===== config.mk =====
export PLATFORM = sky130hd
export DESIGN_NAME = mul_unit
export DESIGN_NICKNAME = d
export VERILOG_FILES = /design/src/hdl/md_pkg.sv /design/src/hdl/mul_unit.sv /design/src/hdl/md_stage_pipe.sv
export VERILOG_INCLUDE_DIRS = /design/src /design/src/hdl
export SDC_FILE = /design/constraint.sdc
export NUM_CORES = 2
export LEC_CHECK = 0
export BUFFER_PORTS_ARGS = -buffer_cell sky130_fd_sc_hd__buf_4
export CAP_MARGIN = 20
export CORE_MARGIN = 2
export CORE_UTILIZATION = 38
export DETAILED_ROUTE_END_ITERATION = 10
export MAX_ROUTING_LAYER = met4
export SYNTH_ARGS = -nofsm -noshare
export SYNTH_HDL_FRONTEND = slang
export SYNTH_SLANG_ARGS = --single-unit

===== constraint.sdc =====
create_clock -name clk_i -period 1.7 [get_ports clk_i]
set_input_delay 0.34 -clock clk_i [delete_from_list [all_inputs] [get_ports clk_i]]
set_output_delay 0.34 -clock clk_i [all_outputs]
set_load 0.01 [all_outputs]

===== src/hdl/md_defs.svh =====
// Width and latency macros for the RV32M multiply/divide subsystem
// Shared by the package, the RTL and the testbench

`ifndef MD_DEFS_SVH
`define MD_DEFS_SVH

// ======================================================================
// Datapath width
// ======================================================================

// Operand and result width in bits
`define MD_XLEN 32

// ======================================================================
// Path latencies
// ======================================================================

// Multiplier stages from start pulse to done, at least 1
`define MD_MUL_LATENCY 2

// Divider stages from start pulse to done, at least 1
`define MD_DIV_LATENCY 4

`endif

===== src/hdl/md_pkg.sv =====
// Types and constants for the RV32M multiply/divide subsystem
// Word type, funct3 operation codes, exception causes

`include "md_defs.svh"

package md_pkg;

    // One operand or result word
    typedef logic [`MD_XLEN-1:0] word_t;

    // ==================================================================
    // Operation codes, straight from funct3
    // ==================================================================

    // Bit 2 picks the divider path
    typedef enum logic [2:0] {
        OP_MUL    = 3'b000,
        OP_MULH   = 3'b001,
        OP_MULHSU = 3'b010,
        OP_MULHU  = 3'b011,
        OP_DIV    = 3'b100,
        OP_DIVU   = 3'b101,
        OP_REM    = 3'b110,
        OP_REMU   = 3'b111
    } md_op_t;

    // Low two funct3 bits, handed to the selected path
    typedef logic [1:0] sub_op_t;

    // Exception cause word
    typedef logic [31:0] cause_t;

    localparam cause_t CAUSE_NONE                = 32'd0;
    // Divide by zero and signed overflow both report this one
    localparam cause_t CAUSE_ILLEGAL_INSTRUCTION = 32'd2;

endpackage


===== src/hdl/mul_unit.sv =====
// Multiplier path for MUL, MULH, MULHSU and MULHU
// Product formed at the start cycle, then staged to done

`timescale 1ns/1ps

`include "md_defs.svh"

module mul_unit (
    input  logic            clk_i,
    input  logic            rst_ni,
    input  logic            start_i,
    input  md_pkg::sub_op_t sub_op_i,
    input  md_pkg::word_t   operand_a_i,
    input  md_pkg::word_t   operand_b_i,
    output logic            done_o,
    output md_pkg::word_t   result_o
);

    import md_pkg::*;

    // ==================================================================
    // Operand extension
    // ==================================================================

    logic a_is_signed;
    logic b_is_signed;
    logic hi_word;

    // 33-bit operands cover every signed/unsigned mix
    logic signed [`MD_XLEN:0]     a_ext;
    logic signed [`MD_XLEN:0]     b_ext;
    logic signed [2*`MD_XLEN+1:0] product;
    word_t                        mul_word;

    // MULHU is the only op with an unsigned multiplicand
    assign a_is_signed = ({1'b0, sub_op_i} != OP_MULHU);

    // Multiplier is signed for MULH
    // MUL keeps the low word, so its signedness does not matter
    assign b_is_signed = ({1'b0, sub_op_i} == OP_MULH) ||
                         ({1'b0, sub_op_i} == OP_MUL);

    // Everything except MUL returns the upper half
    assign hi_word = ({1'b0, sub_op_i} != OP_MUL);

    assign a_ext = {a_is_signed & operand_a_i[`MD_XLEN-1], operand_a_i};
    assign b_ext = {b_is_signed & operand_b_i[`MD_XLEN-1], operand_b_i};

    // ==================================================================
    // Product and word select
    // ==================================================================

    // Both sides signed, so the 66-bit product is exact
    assign product = a_ext * b_ext;

    always_comb begin
        if (hi_word) begin
            mul_word = product[2*`MD_XLEN-1:`MD_XLEN];
        end else begin
            mul_word = product[`MD_XLEN-1:0];
        end
    end

    // Result rides the pipeline for the fixed latency
    md_stage_pipe #(
        .T_PAYLOAD (word_t),
        .DEPTH     (`MD_MUL_LATENCY)
    ) mul_pipe_i (
        .clk_i     (clk_i),
        .rst_ni    (rst_ni),
        .valid_i   (start_i),
        .payload_i (mul_word),
        .valid_o   (done_o),
        .payload_o (result_o)
    );

    // A done always traces back to a start one latency earlier
    a_done_has_start: assert property (@(posedge clk_i) disable iff (!rst_ni)
        done_o |-> $past(start_i, `MD_MUL_LATENCY))
        else $error("mul_unit: done_o without matching start");

endmodule


===== src/hdl/md_stage_pipe.sv =====
// Fixed-depth valid/payload shift pipeline
// Payload type is a parameter so both datapaths share it

`timescale 1ns/1ps

module md_stage_pipe #(
    parameter type    T_PAYLOAD = logic,
    parameter integer DEPTH     = 1
) (
    input  logic     clk_i,
    input  logic     rst_ni,
    input  logic     valid_i,
    input  T_PAYLOAD payload_i,
    output logic     valid_o,
    output T_PAYLOAD payload_o
);

    // Chain index 0 is the input, index DEPTH is the last register
    logic [DEPTH:0] valid_chain;
    T_PAYLOAD       payload_chain [DEPTH+1];

    assign valid_chain[0]   = valid_i;
    assign payload_chain[0] = payload_i;

    // One register pair per stage
    for (genvar k = 0; k < DEPTH; k++) begin : g_stage
        always_ff @(posedge clk_i or negedge rst_ni) begin
            if (!rst_ni) begin
                valid_chain[k+1]   <= 1'b0;
                payload_chain[k+1] <= '0;
            end else begin
                valid_chain[k+1] <= valid_chain[k];
                // Payload moves only along with its valid bit
                if (valid_chain[k]) begin
                    payload_chain[k+1] <= payload_chain[k];
                end
            end
        end
    end

    assign valid_o   = valid_chain[DEPTH];
    assign payload_o = payload_chain[DEPTH];

    // Every accepted item leaves exactly DEPTH cycles later
    a_valid_latency: assert property (@(posedge clk_i) disable iff (!rst_ni)
        valid_i |-> ##DEPTH valid_o)
        else $error("md_stage_pipe: valid_o missing %0d cycles after valid_i", DEPTH);

endmodule


==> impl_results.md <==
* Cells after Synth at 4413
* Area growth from synthesis to layout at 23.4%
* Final Setup Violations at 32
* Initial Util at 38.1%
* Register area share after synthesis at 4.06%
* Crit path DAT at 7.43 ns
* DP HPWL at 98900 um
* GRT overflow at 0
* Worst skew pair latency at 0.33 ns
* Final worst slack at -5.50 ns
* Synth async-reset ratio at 100%
* Hold Violations, Final at 0
* Antenna violations before repair at 2
* Clock Skews at 0.00442 ns
* Synth unique cells at 75
* Via count at 30437
* Post-synthesis register bit count at 66
* Clock tree from TritonCTS: done
* Root buffer cell: clkbuf_16
* Fmax at 139 MHz
* Crit Path Category: in2reg
* Ys Warns at 0
* Worst setup endpoint: mul_pipe_i.payload_chain[63]
* Ys flop type: dfrtp_1
* Gpl congestion at 0.904
* Largest net degree at the start of global routing at 44
* Synth top area share at 55.4%
* Post-synth top area cell: fa_1
* Startpoint class of the critical path: input pin
* RSZ-0062 raised after global routing: true
* DR iter-0 viols at 1533
* Reg-to-reg setup timing slack at 0.64 ns
* Worst slew pin tran at 0.601 ns
* # rows at 120
* R2R depth at 2
* Slew Limit Fails at 0
* Max_cap viols at 0
* Violated checks: setup timing
* Remaining DRCs at 0
* HP Start: start_i
* Core area at 107000 sq um
* Syn Area/Cell at 9.22 sq um
* Synthesized area at 40700 sq um
* Register area at 1650 sq um
* Drt wl/cell at 18.0 um
* Chip Width at 331 um
* Top post-synthesis cells by area: fa_1, inv_1, nand2_1
* Post-Route WL at 113000 um
* Clock-pin slew on the worst setup and hold paths at 0.05 ns
* CP Capture Type: register
* H-Tree Depth at 3
* Die Footprint at 110000 sq um
* Worst R2R End: mul_pipe_i.payload_o[22]
* DR pass1 iterations at 5
* Multi-input combinational cell area at 35500 sq um
* Crit. Startpoint: operand_a_i[31]
* Final period util at 424%
* First-pass GRT wire length at 186000 um
* Fill cell count at 10142
* Worst hold path type: in2reg
* Final Critical Period at 7.20 ns
* Worst reg2reg path startpoint: mul_pipe_i.valid_chain[1]
* Status: complete, but fails checks
* CP max FO at 5
* CTS Buffer Depth at 2
* Mapped Nets at 5819
* Gr usage total at 22.3%
* Port Buf Inserts at 101
* Die Y at 331 um
* CTS Buf Count at 9
* Slew margin rel. at 59.9%
* Setup TNS at -169.86 ns
* ANT nets after route at 0
* Via/cell ratio at 4.83
* Vias in the first global route at 33947
* CTS Sinks at 66
* Layout net count at 6297
* Post-synth EDFFs at 0
* Layout cell share with drive strength beyond 1 at 22.9%
* CP required at 1.93 ns
* IO Count at 102
cell usage in the layout (no fill, tap or decap), types with 7 or more instances in the layout:
| cell | netlist | layout |
|---|---|---|
| fa_1 | 1125 | 1081 |
| inv_1 | 1089 | 1047 |
| nand2_1 | 783 | 759 |
| buf_4 | 36 | 565 |
| and2_1 | 325 | 298 |
| ha_1 | 212 | 169 |
| nor2_1 | 85 | 79 |
| buf_6 | 3 | 76 |
| dfrtp_1 | 66 | 66 |
| buf_12 | 0 | 61 |
| a21oi_1 | 79 | 44 |
| fa_2 | 0 | 44 |
| ha_4 | 0 | 43 |
| xnor2_1 | 54 | 40 |
| inv_2 | 0 | 38 |
| mux2_2 | 32 | 32 |
| and2_4 | 0 | 29 |
| a21oi_2 | 0 | 29 |
| a21o_1 | 29 | 29 |
| o21ai_0 | 55 | 26 |
| nand2_2 | 1 | 21 |
| o21ai_1 | 4 | 17 |
| nand3_1 | 21 | 15 |
| xnor2_2 | 0 | 13 |
| clkbuf_16 | 0 | 13 |
| buf_8 | 0 | 13 |
| o21ai_2 | 2 | 11 |
| xor2_1 | 13 | 11 |
| or2_2 | 11 | 10 |
| nand4_1 | 10 | 10 |
| o21a_1 | 9 | 9 |
| o211ai_1 | 9 | 9 |
| a31oi_1 | 12 | 9 |
| a211oi_2 | 2 | 8 |
| o21bai_1 | 9 | 8 |
| nor3_1 | 13 | 7 |
| o21ai_4 | 0 | 7 |
| nand2b_1 | 8 | 7 |
cells in the mapped netlist, types with 10 or more instances:
library cell and instances:
fa_1 1125, inv_1 1089, nand2_1 783, and2_1 325
clkbuf_1 215, ha_1 212, nor2_1 85, a21oi_1 79
dfrtp_1 66, o21ai_0 55, xnor2_1 54, buf_4 36
mux2_2 32, a21o_1 29, nand3_1 21, a211oi_1 14
nor3_1 13, xor2_1 13, a31oi_1 12, or2_2 11
and3_1 10, nand4_1 10
metal layers:
layer  vias up  wire [um]  global-route usage (%)
met5         -          0                       -
met4         0       3360                    5.27
met3       173       4870                    1.94
met2       685      57700                    38.5
met1     15988      47200                    28.6
li1      13591          -                       -
state kept, by name, summed over array words and instances (netlist names):
register                  cells
mul_pipe_i.valid_o            1
mul_pipe_i.valid_chain        1
mul_pipe_i.payload_o         32
mul_pipe_i.payload_chain     32
cells by family (layout without fill, tap and decap cells):
group                    Yosys count  in the layout  synth area share [%]
AO/OA/AOI/OAI                    271            271                  4.33
XOR/XNOR                          67             67                  1.44
adder cells (fa/ha/maj)         1337           1337                  61.9
buffers and inverters           1351           1834                  12.9
flip-flops                        66             66                  4.06
multiplexers                      37             37                  1.01
other                              0              1                     0
AND/OR/NAND/NOR                 1284           1284                  14.3
worst min path at each step:
stage	endpoint	cells after the start
6_report	mul_pipe_i.payload_chain[40]	2
5_1_grt	mul_pipe_i.payload_chain[40]	2
4_1_cts	mul_pipe_i.payload_chain[40]	2
3_5_place_dp	mul_pipe_i.payload_o[30]	1
3_3_place_gp	mul_pipe_i.payload_o[30]	1
2_1_floorplan	mul_pipe_i.payload_chain[32]	0
what timing repair did:
item	4_1_cts	5_1_grt
buffers inserted	59	15
hold buffers	1	0
gates cloned	4	4
endpoints found under the hold margin	23	0
pin swaps	219	92
resized for setup	321	129
setup endpoints to repair	32	32
cell type report:
cell class,instances,area share (%)
Tap cell,1403,3.50
Inverter,1089,8.18
Clock buffer,9,0.449
Timing Repair inverter,1,0.0175
Multi-Input combinational cell,2996,70.7
Clock inverter,7,0.187
Sequential cell,66,3.29
Antenna cell,1,0.00499
Timing Repair Buffer,728,13.7
metrics by stage:
| stage | hold slack [ns] | std cells | util, % | cell area [sq um] | setup WS (ns) |
|---|---|---|---|---|---|
| finish | 0.399 | 6300 | 47.1 | 50200 | -5.50 |
| global route | 0.409 | 6300 | 47.1 | 50200 | -5.79 |
| CTS | 0.379 | 6280 | 46.4 | 49400 | -5.54 |
| detailed placement | 0.263 | 6206 | 44.3 | 47200 | -6.08 |
| global placement | 0.261 | 6206 | 44.3 | 47200 | -6.02 |
| floorplan | 0.0444 | 4413 | - | 41800 | -5.59 |
worst max-delay path: stages:
cell	delay, ns
buf_8	0.11
a21boi_4	0.15
buf_12	0.14
nand2_4	0.08
inv_4	0.04
buf_6	0.11
fa_2	0.59
fa_2	0.48
fa_2	0.68
clkinv_4	0.13
fa_1	0.51
fa_1	0.56
fa_1	0.44
fa_1	0.51
fa_1	0.51
inv_2	0.05
ha_4	0.27
inv_1	0.06
o21bai_1	0.17
a21oi_1	0.12
and3_4	0.17
or3_4	0.40
a31oi_4	0.23
nand3_2	0.10
mux2_4	0.31
a311oi_2	0.19
Power is left out: the tool's default activity adds up to more than one toggle a clock period on the data nets, which glitch-free logic cannot reach.
