[config.mk]
export PLATFORM = sky130hd
export DESIGN_NAME = md_ctrl
export DESIGN_NICKNAME = d
export VERILOG_FILES = /design/src/hdl/md_pkg.sv /design/src/hdl/md_ctrl.sv
export VERILOG_INCLUDE_DIRS = /design/src /design/src/hdl
export SDC_FILE = /design/constraint.sdc
export NUM_CORES = 1
export LEC_CHECK = 0
export BUFFER_PORTS_ARGS = -buffer_cell sky130_fd_sc_hd__buf_2
export CORE_AREA = 2 2 68 70
export DETAILED_ROUTE_END_ITERATION = 7
export DIE_AREA = 0 0 70 72
export GPL_ROUTABILITY_DRIVEN = 0
export PLACE_DENSITY = 0.79
export SLEW_MARGIN = 10
export SYNTH_ARGS = -nofsm -noshare
export SYNTH_HDL_FRONTEND = slang
export SYNTH_SLANG_ARGS = --single-unit
export TNS_END_PERCENT = 10
[constraint.sdc]
create_clock -name clk_i -period 1.45 [get_ports clk_i]
set_clock_uncertainty 0.2 [all_clocks]
set_input_delay 0.29 -clock clk_i [delete_from_list [all_inputs] [get_ports clk_i]]
set_output_delay 0.29 -clock clk_i [all_outputs]
set_load 0.01 [all_outputs]
[src/hdl/md_defs.svh]
// Width and latency macros for the RV32M multiply/divide subsystem
// Shared by the package, the RTL and the testbench

`ifndef MD_DEFS_SVH
`define MD_DEFS_SVH

// ======================================================================
// Datapath width
// ======================================================================

// Operand and result width in bits
`define MD_XLEN 32

// ======================================================================
// Path latencies
// ======================================================================

// Multiplier stages from start pulse to done, at least 1
`define MD_MUL_LATENCY 2

// Divider stages from start pulse to done, at least 1
`define MD_DIV_LATENCY 4

`endif
[src/hdl/md_pkg.sv]
// Types and constants for the RV32M multiply/divide subsystem
// Word type, funct3 operation codes, exception causes

`include "md_defs.svh"

package md_pkg;

    // One operand or result word
    typedef logic [`MD_XLEN-1:0] word_t;

    // ==================================================================
    // Operation codes, straight from funct3
    // ==================================================================

    // Bit 2 picks the divider path
    typedef enum logic [2:0] {
        OP_MUL    = 3'b000,
        OP_MULH   = 3'b001,
        OP_MULHSU = 3'b010,
        OP_MULHU  = 3'b011,
        OP_DIV    = 3'b100,
        OP_DIVU   = 3'b101,
        OP_REM    = 3'b110,
        OP_REMU   = 3'b111
    } md_op_t;

    // Low two funct3 bits, handed to the selected path
    typedef logic [1:0] sub_op_t;

    // Exception cause word
    typedef logic [31:0] cause_t;

    localparam cause_t CAUSE_NONE                = 32'd0;
    // Divide by zero and signed overflow both report this one
    localparam cause_t CAUSE_ILLEGAL_INSTRUCTION = 32'd2;

endpackage

[src/hdl/md_ctrl.sv]
// Control for the multiply/divide subsystem
// Start gating and routing, busy tracking, completion mux

`timescale 1ns/1ps

module md_ctrl (
    input  logic            clk_i,
    input  logic            rst_ni,
    input  logic            start_i,
    input  md_pkg::md_op_t  op_i,
    input  logic            mul_done_i,
    input  md_pkg::word_t   mul_result_i,
    input  logic            div_done_i,
    input  md_pkg::word_t   div_result_i,
    input  logic            div_exc_valid_i,
    input  md_pkg::cause_t  div_exc_cause_i,
    output logic            mul_start_o,
    output logic            div_start_o,
    output md_pkg::sub_op_t sub_op_o,
    output md_pkg::word_t   result_o,
    output logic            done_o,
    output logic            busy_o,
    output logic            exception_valid_o,
    output md_pkg::cause_t  exception_cause_o
);

    import md_pkg::*;

    // ==================================================================
    // State and start routing
    // ==================================================================

    // One operation in flight at most
    logic busy_q;
    // Set while the divider owns the pending operation
    logic sel_div_q;
    logic accept;
    logic path_done;

    // Busy drops in the done cycle, so a back-to-back start is taken
    assign busy_o = busy_q & ~path_done;
    assign accept = start_i & ~busy_o;

    // funct3 bit 2 steers to the divider
    assign mul_start_o = accept & ~op_i[2];
    assign div_start_o = accept & op_i[2];
    assign sub_op_o    = op_i[1:0];

    always_ff @(posedge clk_i or negedge rst_ni) begin
        if (!rst_ni) begin
            busy_q    <= 1'b0;
            sel_div_q <= 1'b0;
        end else begin
            if (accept) begin
                // New start wins over a completion in the same cycle
                busy_q    <= 1'b1;
                sel_div_q <= op_i[2];
            end else if (path_done) begin
                busy_q <= 1'b0;
            end
        end
    end

    // ==================================================================
    // Completion mux
    // ==================================================================

    // Only the recorded path may complete
    assign path_done = sel_div_q ? div_done_i : mul_done_i;
    assign done_o    = path_done;
    assign result_o  = sel_div_q ? div_result_i : mul_result_i;

    // Multiply never raises an exception
    assign exception_valid_o = sel_div_q & div_exc_valid_i;
    assign exception_cause_o = sel_div_q ? div_exc_cause_i : CAUSE_NONE;

    // Path done must belong to the pending operation
    a_mul_done_owned: assert property (@(posedge clk_i) disable iff (!rst_ni)
        mul_done_i |-> (busy_q && !sel_div_q))
        else $error("md_ctrl: multiplier done without a pending multiply");

    a_div_done_owned: assert property (@(posedge clk_i) disable iff (!rst_ni)
        div_done_i |-> (busy_q && sel_div_q))
        else $error("md_ctrl: divider done without a pending divide");

    // Busy or an accepted start in the cycle before
    // The start case covers a one-stage path
    a_done_after_busy: assert property (@(posedge clk_i) disable iff (!rst_ni)
        done_o |-> $past(busy_o || accept))
        else $error("md_ctrl: done_o while idle in the previous cycle");

endmodule

==> metrics.csv, run 1 <==
metric;value;unit
outcome;complete, but fails checks;
failing checks;setup timing;
# H-tree levels;1;
Final min period;1820;ps
Vias;1280;
Final Hold Viols;0;
Die W;70;um
worst-path cell chain;buf_12 > mux2_2 > buf_2;
Worst Setup End Kind;primary output;
CP max stage cell;dfrtp_2;
Worst EP arrival;1330;ps
Die ar.;5040;um^2
share of cells above drive strength 1;85.1;%
dpl hpwl;2770;um
Post-Syn Nets;193;
# IOs;176;
WP buf/inv;2;
CP top delay family;flip-flops;
initial core utilization;17.4;%
final setup vio count;69;
Die Height;72;um
routed wire length;3610;um
Max Cap Violations;0;
Port Buffers;171;
antenna diode count;0;
Num CTS Buffers;3;
final core utilization;45.3;%
ANT nets after route;0;
Cell Area, Synth;743;um^2
Synth Area in XOR/XNOR;0;%
DRT Pass-1 Iters;4;
Post-Layout Cell Count;313;
f_max;548;MHz
Iteration-0 DRC Markers;10;
Critical Path RT;960;ps
fraction of synthesized area in multiplexers;49.8;%
#FFs+latches synth;2;
Worst path max stage delay;420;ps
final period utilization;126;%
largest net degree at the start of global routing;33;
Hold WS;107;ps
Async S/R FF share, synth;100;%
Critical Path Start Type;flip-flop;
Avg Vias per Cell;4.09;
simple-gate share of the synthesized area;32.8;%
VDD IR max;624;uV
vias in the first global route;1089;
Post-Synthesis Cells;88;
Max clock buf depth;2;
synthesized area per cell;8.45;um^2
Lkg Pwr;1.14;nW
clock sinks;2;
largest family of logic cells by synthesized area;multiplexers;
Compound-Gate Fraction of Synth Area;1.68;%
Slew @ Worst Pin;186;ps
worst skew pair latency;220;ps
Final Max Slew Viols;0;
RSZ-0062 raised after global routing;yes;
area delta synth->final;160;%
Yosys cell types;16;
CTS clk-pin slew, worst paths;30;ps
Clock Tree Root;clkbuf_8;
type of the worst min-delay path;primary input to flip-flop;
pwr dens;734;nW/um^2
dpl cells;306;
DRC errors left;0;
final worst slack;-373;ps
Global Route Usage Sum;10.5;%
post-synthesis adder-cell area fraction;0;%
DR WL/cell;11.5;um
Synth Flop Type;dfrtp_1;
first-pass GRT wire length;4460;um
Core Area;4260;um^2
crit-path max FO;24;
FP Rows;24;
CTS tree;built;
sequential area share after synthesis;6.73;%
Slew HR;87.2;%
initial antenna violation count;0;
crit path kind;flip-flop to primary output;
Yosys Warn Count;0;
# nets final;367;
GR Overflow Total;0;
number of synthesized flops with an enable pin;0;
final timing paths:
path	startpoint	to	slack, ps	cells past startpoint
setup / recovery	sel_div_q	result_o[2]	-370	3
hold / removal	start_i	busy_q	110	2
setup reg to reg	sel_div_q	busy_q	140	3
hold reg to reg	busy_q	sel_div_q	400	2
max in group asynchronous	rst_ni	sel_div_q	750	2
min in group asynchronous	rst_ni	sel_div_q	190	2
timing repair:
item                       in CTS  in global routing
gates resized for setup         9                 29
cloned                          0                  1
hold buffers                    1                  0
setup buffers                   0                  1
setup endpoints to repair      69                 69
hold endpoints to repair        2                  0
metrics by stage:
| step | area [um^2] | setup WS [ps] | total power [mW] | TNS, ps |
|---|---|---|---|---|
| floorplan | 752 | -38.4 | 0.586 | -571 |
| global placement | 1670 | -150 | 0.973 | -4330 |
| detailed placement | 1670 | -158 | 0.985 | -4750 |
| CTS | 1760 | -387 | 1.27 | -18270 |
| global route | 1930 | -417 | 1.51 | -22880 |
| finish | 1930 | -373 | 1.42 | -20180 |
layer usage:
| layer | track usage (%) | share of wire (%) | vias to the layer above |
|---|---|---|---|
| met5 | 0 | 0 | - |
| met4 | 2.78 | 0.61 | 0 |
| met3 | 2.36 | 10 | 4 |
| met2 | 22.3 | 56 | 83 |
| met1 | 9.81 | 33 | 554 |
| li1 | - | - | 639 |
logic make-up after synthesis:
logic type,Yosys count
AO/OA/AOI/OAI,2
buffers and inverters,11
multiplexers,33
AND/OR/NAND/NOR,40
flip-flops,2
placed cells by master, fill, tap and decap left out, drive strengths merged:
cell type    count
o21ai            1
and2            34
nor3             1
buf            176
o31ai            1
or2              1
mux2            32
dfrtp            2
inv              2
dlygate4sd3      1
nor2             1
clkbuf           5
nand2            1
nor2b            2
mux2i            1
cell type report:
type | instances | area [um^2]
fill | 417 | 2330
inverter | 2 | 7.51
clock buffer | 4 | 45.0
sequential | 2 | 51.3
multi-input combinational | 75 | 687
tap | 52 | 65.1
timing repair buffer | 178 | 1080
report_power, final:
group	switching, mW	internal, mW	total [mW]	leakage [nW]
Sequential	0.0128	0.0652	0.0781	0.0213
Clock	0.0501	0.187	0.237	0.0228
Combinational	0.443	0.660	1.10	1.09
Total	0.506	0.912	1.42	1.14
sequential cells by signal, summed over array words and instances (netlist names):
register	count
busy_q	1
sel_div_q	1
cells in the mapped netlist (2+ instances only):
cell | instances | area [um^2]
mux2_2 | 32 | 360
nor2b_1 | 2 | 12.5
and2_1 | 34 | 213
buf_2 | 3 | 15.0
buf_4 | 3 | 22.5
inv_1 | 2 | 7.51
clkbuf_2 | 2 | 10.0
dfrtp_1 | 2 | 50.1
(Power assumes the default switching activity.)
==> run 2, diff against run 1 <==
ABC_CLOCK_PERIOD_IN_PS = 1500   (was unset)
clock period = 1.5 ns   (was 1.45 ns; I/O delays follow)
==> run 2 against run 1 <==
The flow still finishes with violations (setup timing). Register-to-register slack gained 70 ps. Largest cell class unchanged. Sequential share of layout area grew 0.094 points. Via count shrank 1.5%. Critical endpoint is now result_o[3]. First-iteration DRC count shrank 30%. Critical path type unchanged.
==> metrics.csv, run 2 (synthesis results as in run 1) <==
metric;value;unit;change
type of the worst min-delay path;primary input to flip-flop;;
Port Buffers;171;;unchanged
Hold Path Sink;busy_q;;
commonest cells after routing, fill and taps aside;buf_2 (153), mux2_2 (31), and2_1 (26);;
# IOs;176;;unchanged
CP top delay family;flip-flops;;
final core utilization;43.8;%;-1.6 points
reg2reg start;sel_div_q;;
Slew @ Worst Pin;186;ps;+0.129 ps
worst slack, placed;-91.9;ps;+66.3 ps
clock sinks;2;;unchanged
Core Area;4260;um^2;unchanged
Lkg Pwr;1.08;nW;-4.8%
FF-to-FF End;busy_q;;
Die Height;72;um;unchanged
outcome;complete, but fails checks;;
Reg2Reg Depth;3;;unchanged
Reg2Reg Setup Slack;210;ps;+70 ps
vias in the first global route;1100;;+1.0%
Post-Layout Cell Count;311;;-0.64%
Vias;1261;;-1.5%
CP max stage cell;dfrtp_2;;
initial core utilization;17.4;%;unchanged
pwr dens;701;nW/um^2;-4.6%
Critical Path RT;1000;ps;+40 ps
most common cell after layout, fill and taps aside;buf_2;;
VDD IR max;643;uV;+3.0%
crit path kind;flip-flop to primary output;;
CTS tree;built;;
Post-Route Setup TNS;-16020;ps;+4160 ps
Die ar.;5040;um^2;unchanged
dpl hpwl;2870;um;+3.9%
antenna diode count;0;;unchanged
ANT nets after route;0;;unchanged
GR Overflow Total;0;;unchanged
Avg Vias per Cell;4.05;;-0.85%
# nets final;365;;-0.54%
RSZ-0062 raised after global routing;yes;;
largest net degree at the start of global routing;27;;-18%
Largest regs;busy_q (1), sel_div_q (1);;
Iteration-0 DRC Markers;7;;-3
final worst slack;-313;ps;+60.5 ps
WP buf/inv;2;;unchanged
HP Start;start_i;;
initial antenna violation count;0;;unchanged
worst skew pair latency;210;ps;about the same
# H-tree levels;1;;unchanged
Critical Path Start Type;flip-flop;;
Num CTS Buffers;3;;unchanged
DRT Pass-1 Iters;2;;-2
Slew HR;87.2;%;about the same
Worst Setup End Kind;primary output;;
Final Hold Viols;0;;unchanged
Max Cap Violations;0;;unchanged
Final min period;1810;ps;
crit-path max FO;26;;+8.3%
final setup vio count;69;;unchanged
f_max;552;MHz;
CTS clk-pin slew, worst paths;30;ps;about the same
DR WL/cell;11.3;um;-2.1%
area delta synth->final;151;%;
final period utilization;121;%;
FP Rows;24;;unchanged
Final Max Slew Viols;0;;unchanged
worst-path cell chain;buf_12 > mux2_2 > buf_2;;
WHS Path Cells;2;;unchanged
DRC errors left;0;;unchanged
Clock Tree Root;clkbuf_8;;
Hold WS;109;ps;+2.17 ps
share of cells above drive strength 1;84.9;%;-0.12 points
Max clock buf depth;2;;unchanged
routed wire length;3510;um;-2.7%
failing checks;setup timing;;
Worst path max stage delay;410;ps;about the same
Global Route Usage Sum;11.4;%;+0.90 points
first-pass GRT wire length;4720;um;+5.7%
dpl cells;306;;unchanged
Worst EP arrival;1310;ps;-20 ps
Die W;70;um;unchanged
[run 2: power breakdown]
part | internal (mW) | switching (mW) | total [mW]
combinational | 0.597 | 0.405 | 1.00
sequential | 0.0630 | 0.0113 | 0.0743
clock | 0.181 | 0.0499 | 0.231
total | 0.841 | 0.466 | 1.31
[run 2: metal layers]
layer | part of all wire, % | routed length [um] | track usage, %
met5 | 0 | 0 | 0
met4 | 0.46 | 16 | 1.92
met3 | 11 | 382 | 2.78
met2 | 56 | 1970 | 24.2
met1 | 33 | 1150 | 11.0
[run 2: how the worst max path moves through the flow]
stage,slack (ps),end,from,cells after the start
global route,-350,result_o[11],sel_div_q,3
finish,-310,result_o[3],sel_div_q,3
detailed placement,-90,result_o[11],sel_div_q,3
CTS,-330,result_o[11],sel_div_q,3
global placement,-70,result_o[17],sel_div_q,3
floorplan,-10,mul_start_o,sel_div_q,3
[run 2: final cells by class]
type	instances	area, um^2
clock buffers	4	45.0
fillers	442	2400
inverters	2	7.51
multi-input cells	75	651
flip-flops and latches	2	51.3
well taps	52	65.1
repair buffers	176	1050
[run 2: worst reg2reg max path: stages, from the launching register on]
cell and delay [ps]:
dfrtp_2 440, mux2i_1 150, and2_4 180, or2_1 200
[run 2: repair_timing]
item | 4_1_cts | 5_1_grt
endpoints found under the hold margin | 2 | 0
pin swaps | 1 | 0
endpoints found under the setup margin | 69 | 69
gates resized for setup | 10 | 18
hold buffers | 1 | 0
buffers inserted | 0 | 0
[run 2: through the flow]
step           power, mW  area [um^2]
2_1_floorplan      0.565          747
3_3_place_gp       0.950         1670
3_5_place_dp       0.963         1670
4_1_cts             1.26         1780
5_1_grt             1.39         1870
6_report            1.31         1870
==> run 3, diff against run 2 <==
BUFFER_PORTS_ARGS = -buffer_cell sky130_fd_sc_hd__buf_4   (was -buffer_cell sky130_fd_sc_hd__buf_2)
SKIP_CTS_REPAIR_TIMING = 1   (was unset)
==> run 3 against run 2 <==
The run still ends with setup timing left. Sequential power is 3.4% higher. First-iteration DRC count grew to 3.1 times the previous value. Clock power is 3% higher. Flip-flop and latch count stayed put. Hold slack worse by 6.5 ps. Sequential share of layout area is 0.41 points lower. Die area stayed put. Register-to-register slack worse by 60 ps. Non-clock buffer count is 2 higher. Wire length is 13% higher. Combinational power is 13% higher. Critical path type unchanged. Critical endpoint is now result_o[24]. Largest cell class unchanged. Highest routed layer unchanged.
==> metrics.csv, run 3 (synthesis results as in run 1) <==
metric;value;unit;change
Die W;70;um;unchanged
reg2reg start;sel_div_q;;
Vias;1283;;+1.7%
Reg2Reg Depth;3;;unchanged
# H-tree levels;1;;unchanged
# nets final;367;;+0.55%
commonest cells after routing, fill and taps aside;buf_4 (171), and2_1 (32), mux2_2 (30);;
vias in the first global route;1260;;+15%
WP buf/inv;2;;unchanged
Hold WS;103;ps;-6.47 ps
critical path depth in cells;3;;unchanged
largest net degree at the start of global routing;26;;-3.7%
CTS tree;built;;
outcome;complete, but fails checks;;
share of cells above drive strength 1;83.5;%;-1.4 points
final period utilization;124;%;+2.8 points
failing checks;setup timing;;
Reg2Reg Setup Slack;150;ps;-60 ps
clock sinks;2;;unchanged
initial core utilization;17.4;%;unchanged
initial antenna violation count;0;;unchanged
Critical Path Start Type;flip-flop;;
DR WL/cell;12.7;um;+12%
# IOs;176;;unchanged
VDD IR max;545;uV;-15%
Worst Setup End Kind;primary output;;
Avg Vias per Cell;4.10;;+1.1%
Num CTS Buffers;3;;unchanged
antenna diode count;0;;unchanged
f_max;539;MHz;-2.2%
HP Start;start_i;;
Die ar.;5040;um^2;unchanged
type of the worst min-delay path;primary input to flip-flop;;
Max Cap Violations;0;;unchanged
CP max stage cell;dfrtp_2;;
Largest regs;busy_q (1), sel_div_q (1);;
Worst EP arrival;1350;ps;+40 ps
Hold Path Sink;busy_q;;
FF-to-FF End;busy_q;;
dpl hpwl;3380;um;+17%
Post-Route Setup TNS;-18160;ps;-2140 ps
launch point of the worst path;sel_div_q;;
final core utilization;51.5;%;+7.7 points
CTS clk-pin slew, worst paths;30;ps;about the same
Clock Tree Root;clkbuf_8;;
Final min period;1850;ps;+41.5 ps
FP Rows;24;;unchanged
worst-path cell chain;buf_12 > mux2_2 > buf_4;;
dpl cells;308;;+0.65%
routed wire length;3980;um;+13%
Core Area;4260;um^2;unchanged
Slew HR;85.7;%;-1.5 points
ANT nets after route;0;;unchanged
Lkg Pwr;1.18;nW;+9.3%
Final Max Slew Viols;0;;unchanged
pwr dens;658;nW/um^2;-6.0%
Post-Layout Cell Count;313;;+0.64%
Die Height;72;um;unchanged
DRC errors left;0;;unchanged
Final Hold Viols;0;;unchanged
worst skew pair latency;220;ps;about the same
DRT Pass-1 Iters;4;;+2
Iteration-0 DRC Markers;22;;+15
crit-path max FO;25;;-3.8%
Global Route Usage Sum;13.9;%;+2.5 points
CP top delay family;flip-flops;;
final worst slack;-354;ps;-41.5 ps
RSZ-0062 raised after global routing;yes;;
Port Buffers;171;;unchanged
final setup vio count;69;;unchanged
Worst path max stage delay;430;ps;+20 ps
Max clock buf depth;2;;unchanged
Critical Path RT;1000;ps;about the same
Tot Pwr;1.45;mW;+11%
crit path kind;flip-flop to primary output;;
first-pass GRT wire length;5780;um;+22%
GR Overflow Total;0;;unchanged
most common cell after layout, fill and taps aside;buf_4;;
Slew @ Worst Pin;210;ps;+23.9 ps
area delta synth->final;195;%;
WHS Path Cells;2;;unchanged
-- run 3: cell types whose count changed in the layout (fill, tap and decap cells not counted), moves of 6 or more --
cell,before,now
buf_2,153,0
buf_6,18,4
buf_4,1,171
and2_4,8,2
and2_1,26,32
-- run 3: final cells by class --
type,count,area (um^2)
fill,410,2070
timing repair buffer,178,1380
multi-input combinational,75,648
tap,52,65.1
sequential,2,51.3
clock buffer,4,45.0
inverter,2,7.51
-- run 3: metrics by stage --
stage	setup WS, ps	instance area [um^2]
after global placement	-98.4	2100
after floorplan	-11.4	747
after global routing	-395	2200
after CTS	-368	2150
after detailed placement	-125	2100
final	-354	2200
-- run 3: power by group --
group | internal [mW] | switching, mW | total (mW)
registers | 0.0630 | 0.0138 | 0.0768
logic | 0.721 | 0.410 | 1.13
clock network | 0.181 | 0.0555 | 0.237
-- run 3: worst max path at each step --
stage,end,slack (ps)
CTS,div_start_o,-370
finish,result_o[24],-350
global route,result_o[24],-400
detailed placement,div_start_o,-120
floorplan,mul_start_o,-10
global placement,result_o[21],-100
-- run 3: worst reg2reg max path, stage by stage, from the launching register on --
cell and delay [ps]:
dfrtp_2 450, mux2i_2 180, and2_4 180, or2_1 210
-- run 3: routing by layer --
| layer | wire length [um] | vias to the layer above | GRT usage [%] | share of wire (%) |
|---|---|---|---|---|
| li1 | - | 636 | - | - |
| met1 | 1320 | 550 | 14.7 | 33 |
| met2 | 2170 | 93 | 27.3 | 55 |
| met3 | 441 | 4 | 3.19 | 11 |
| met4 | 37 | 0 | 4.27 | 0.93 |
| met5 | 0 | - | 0 | 0 |
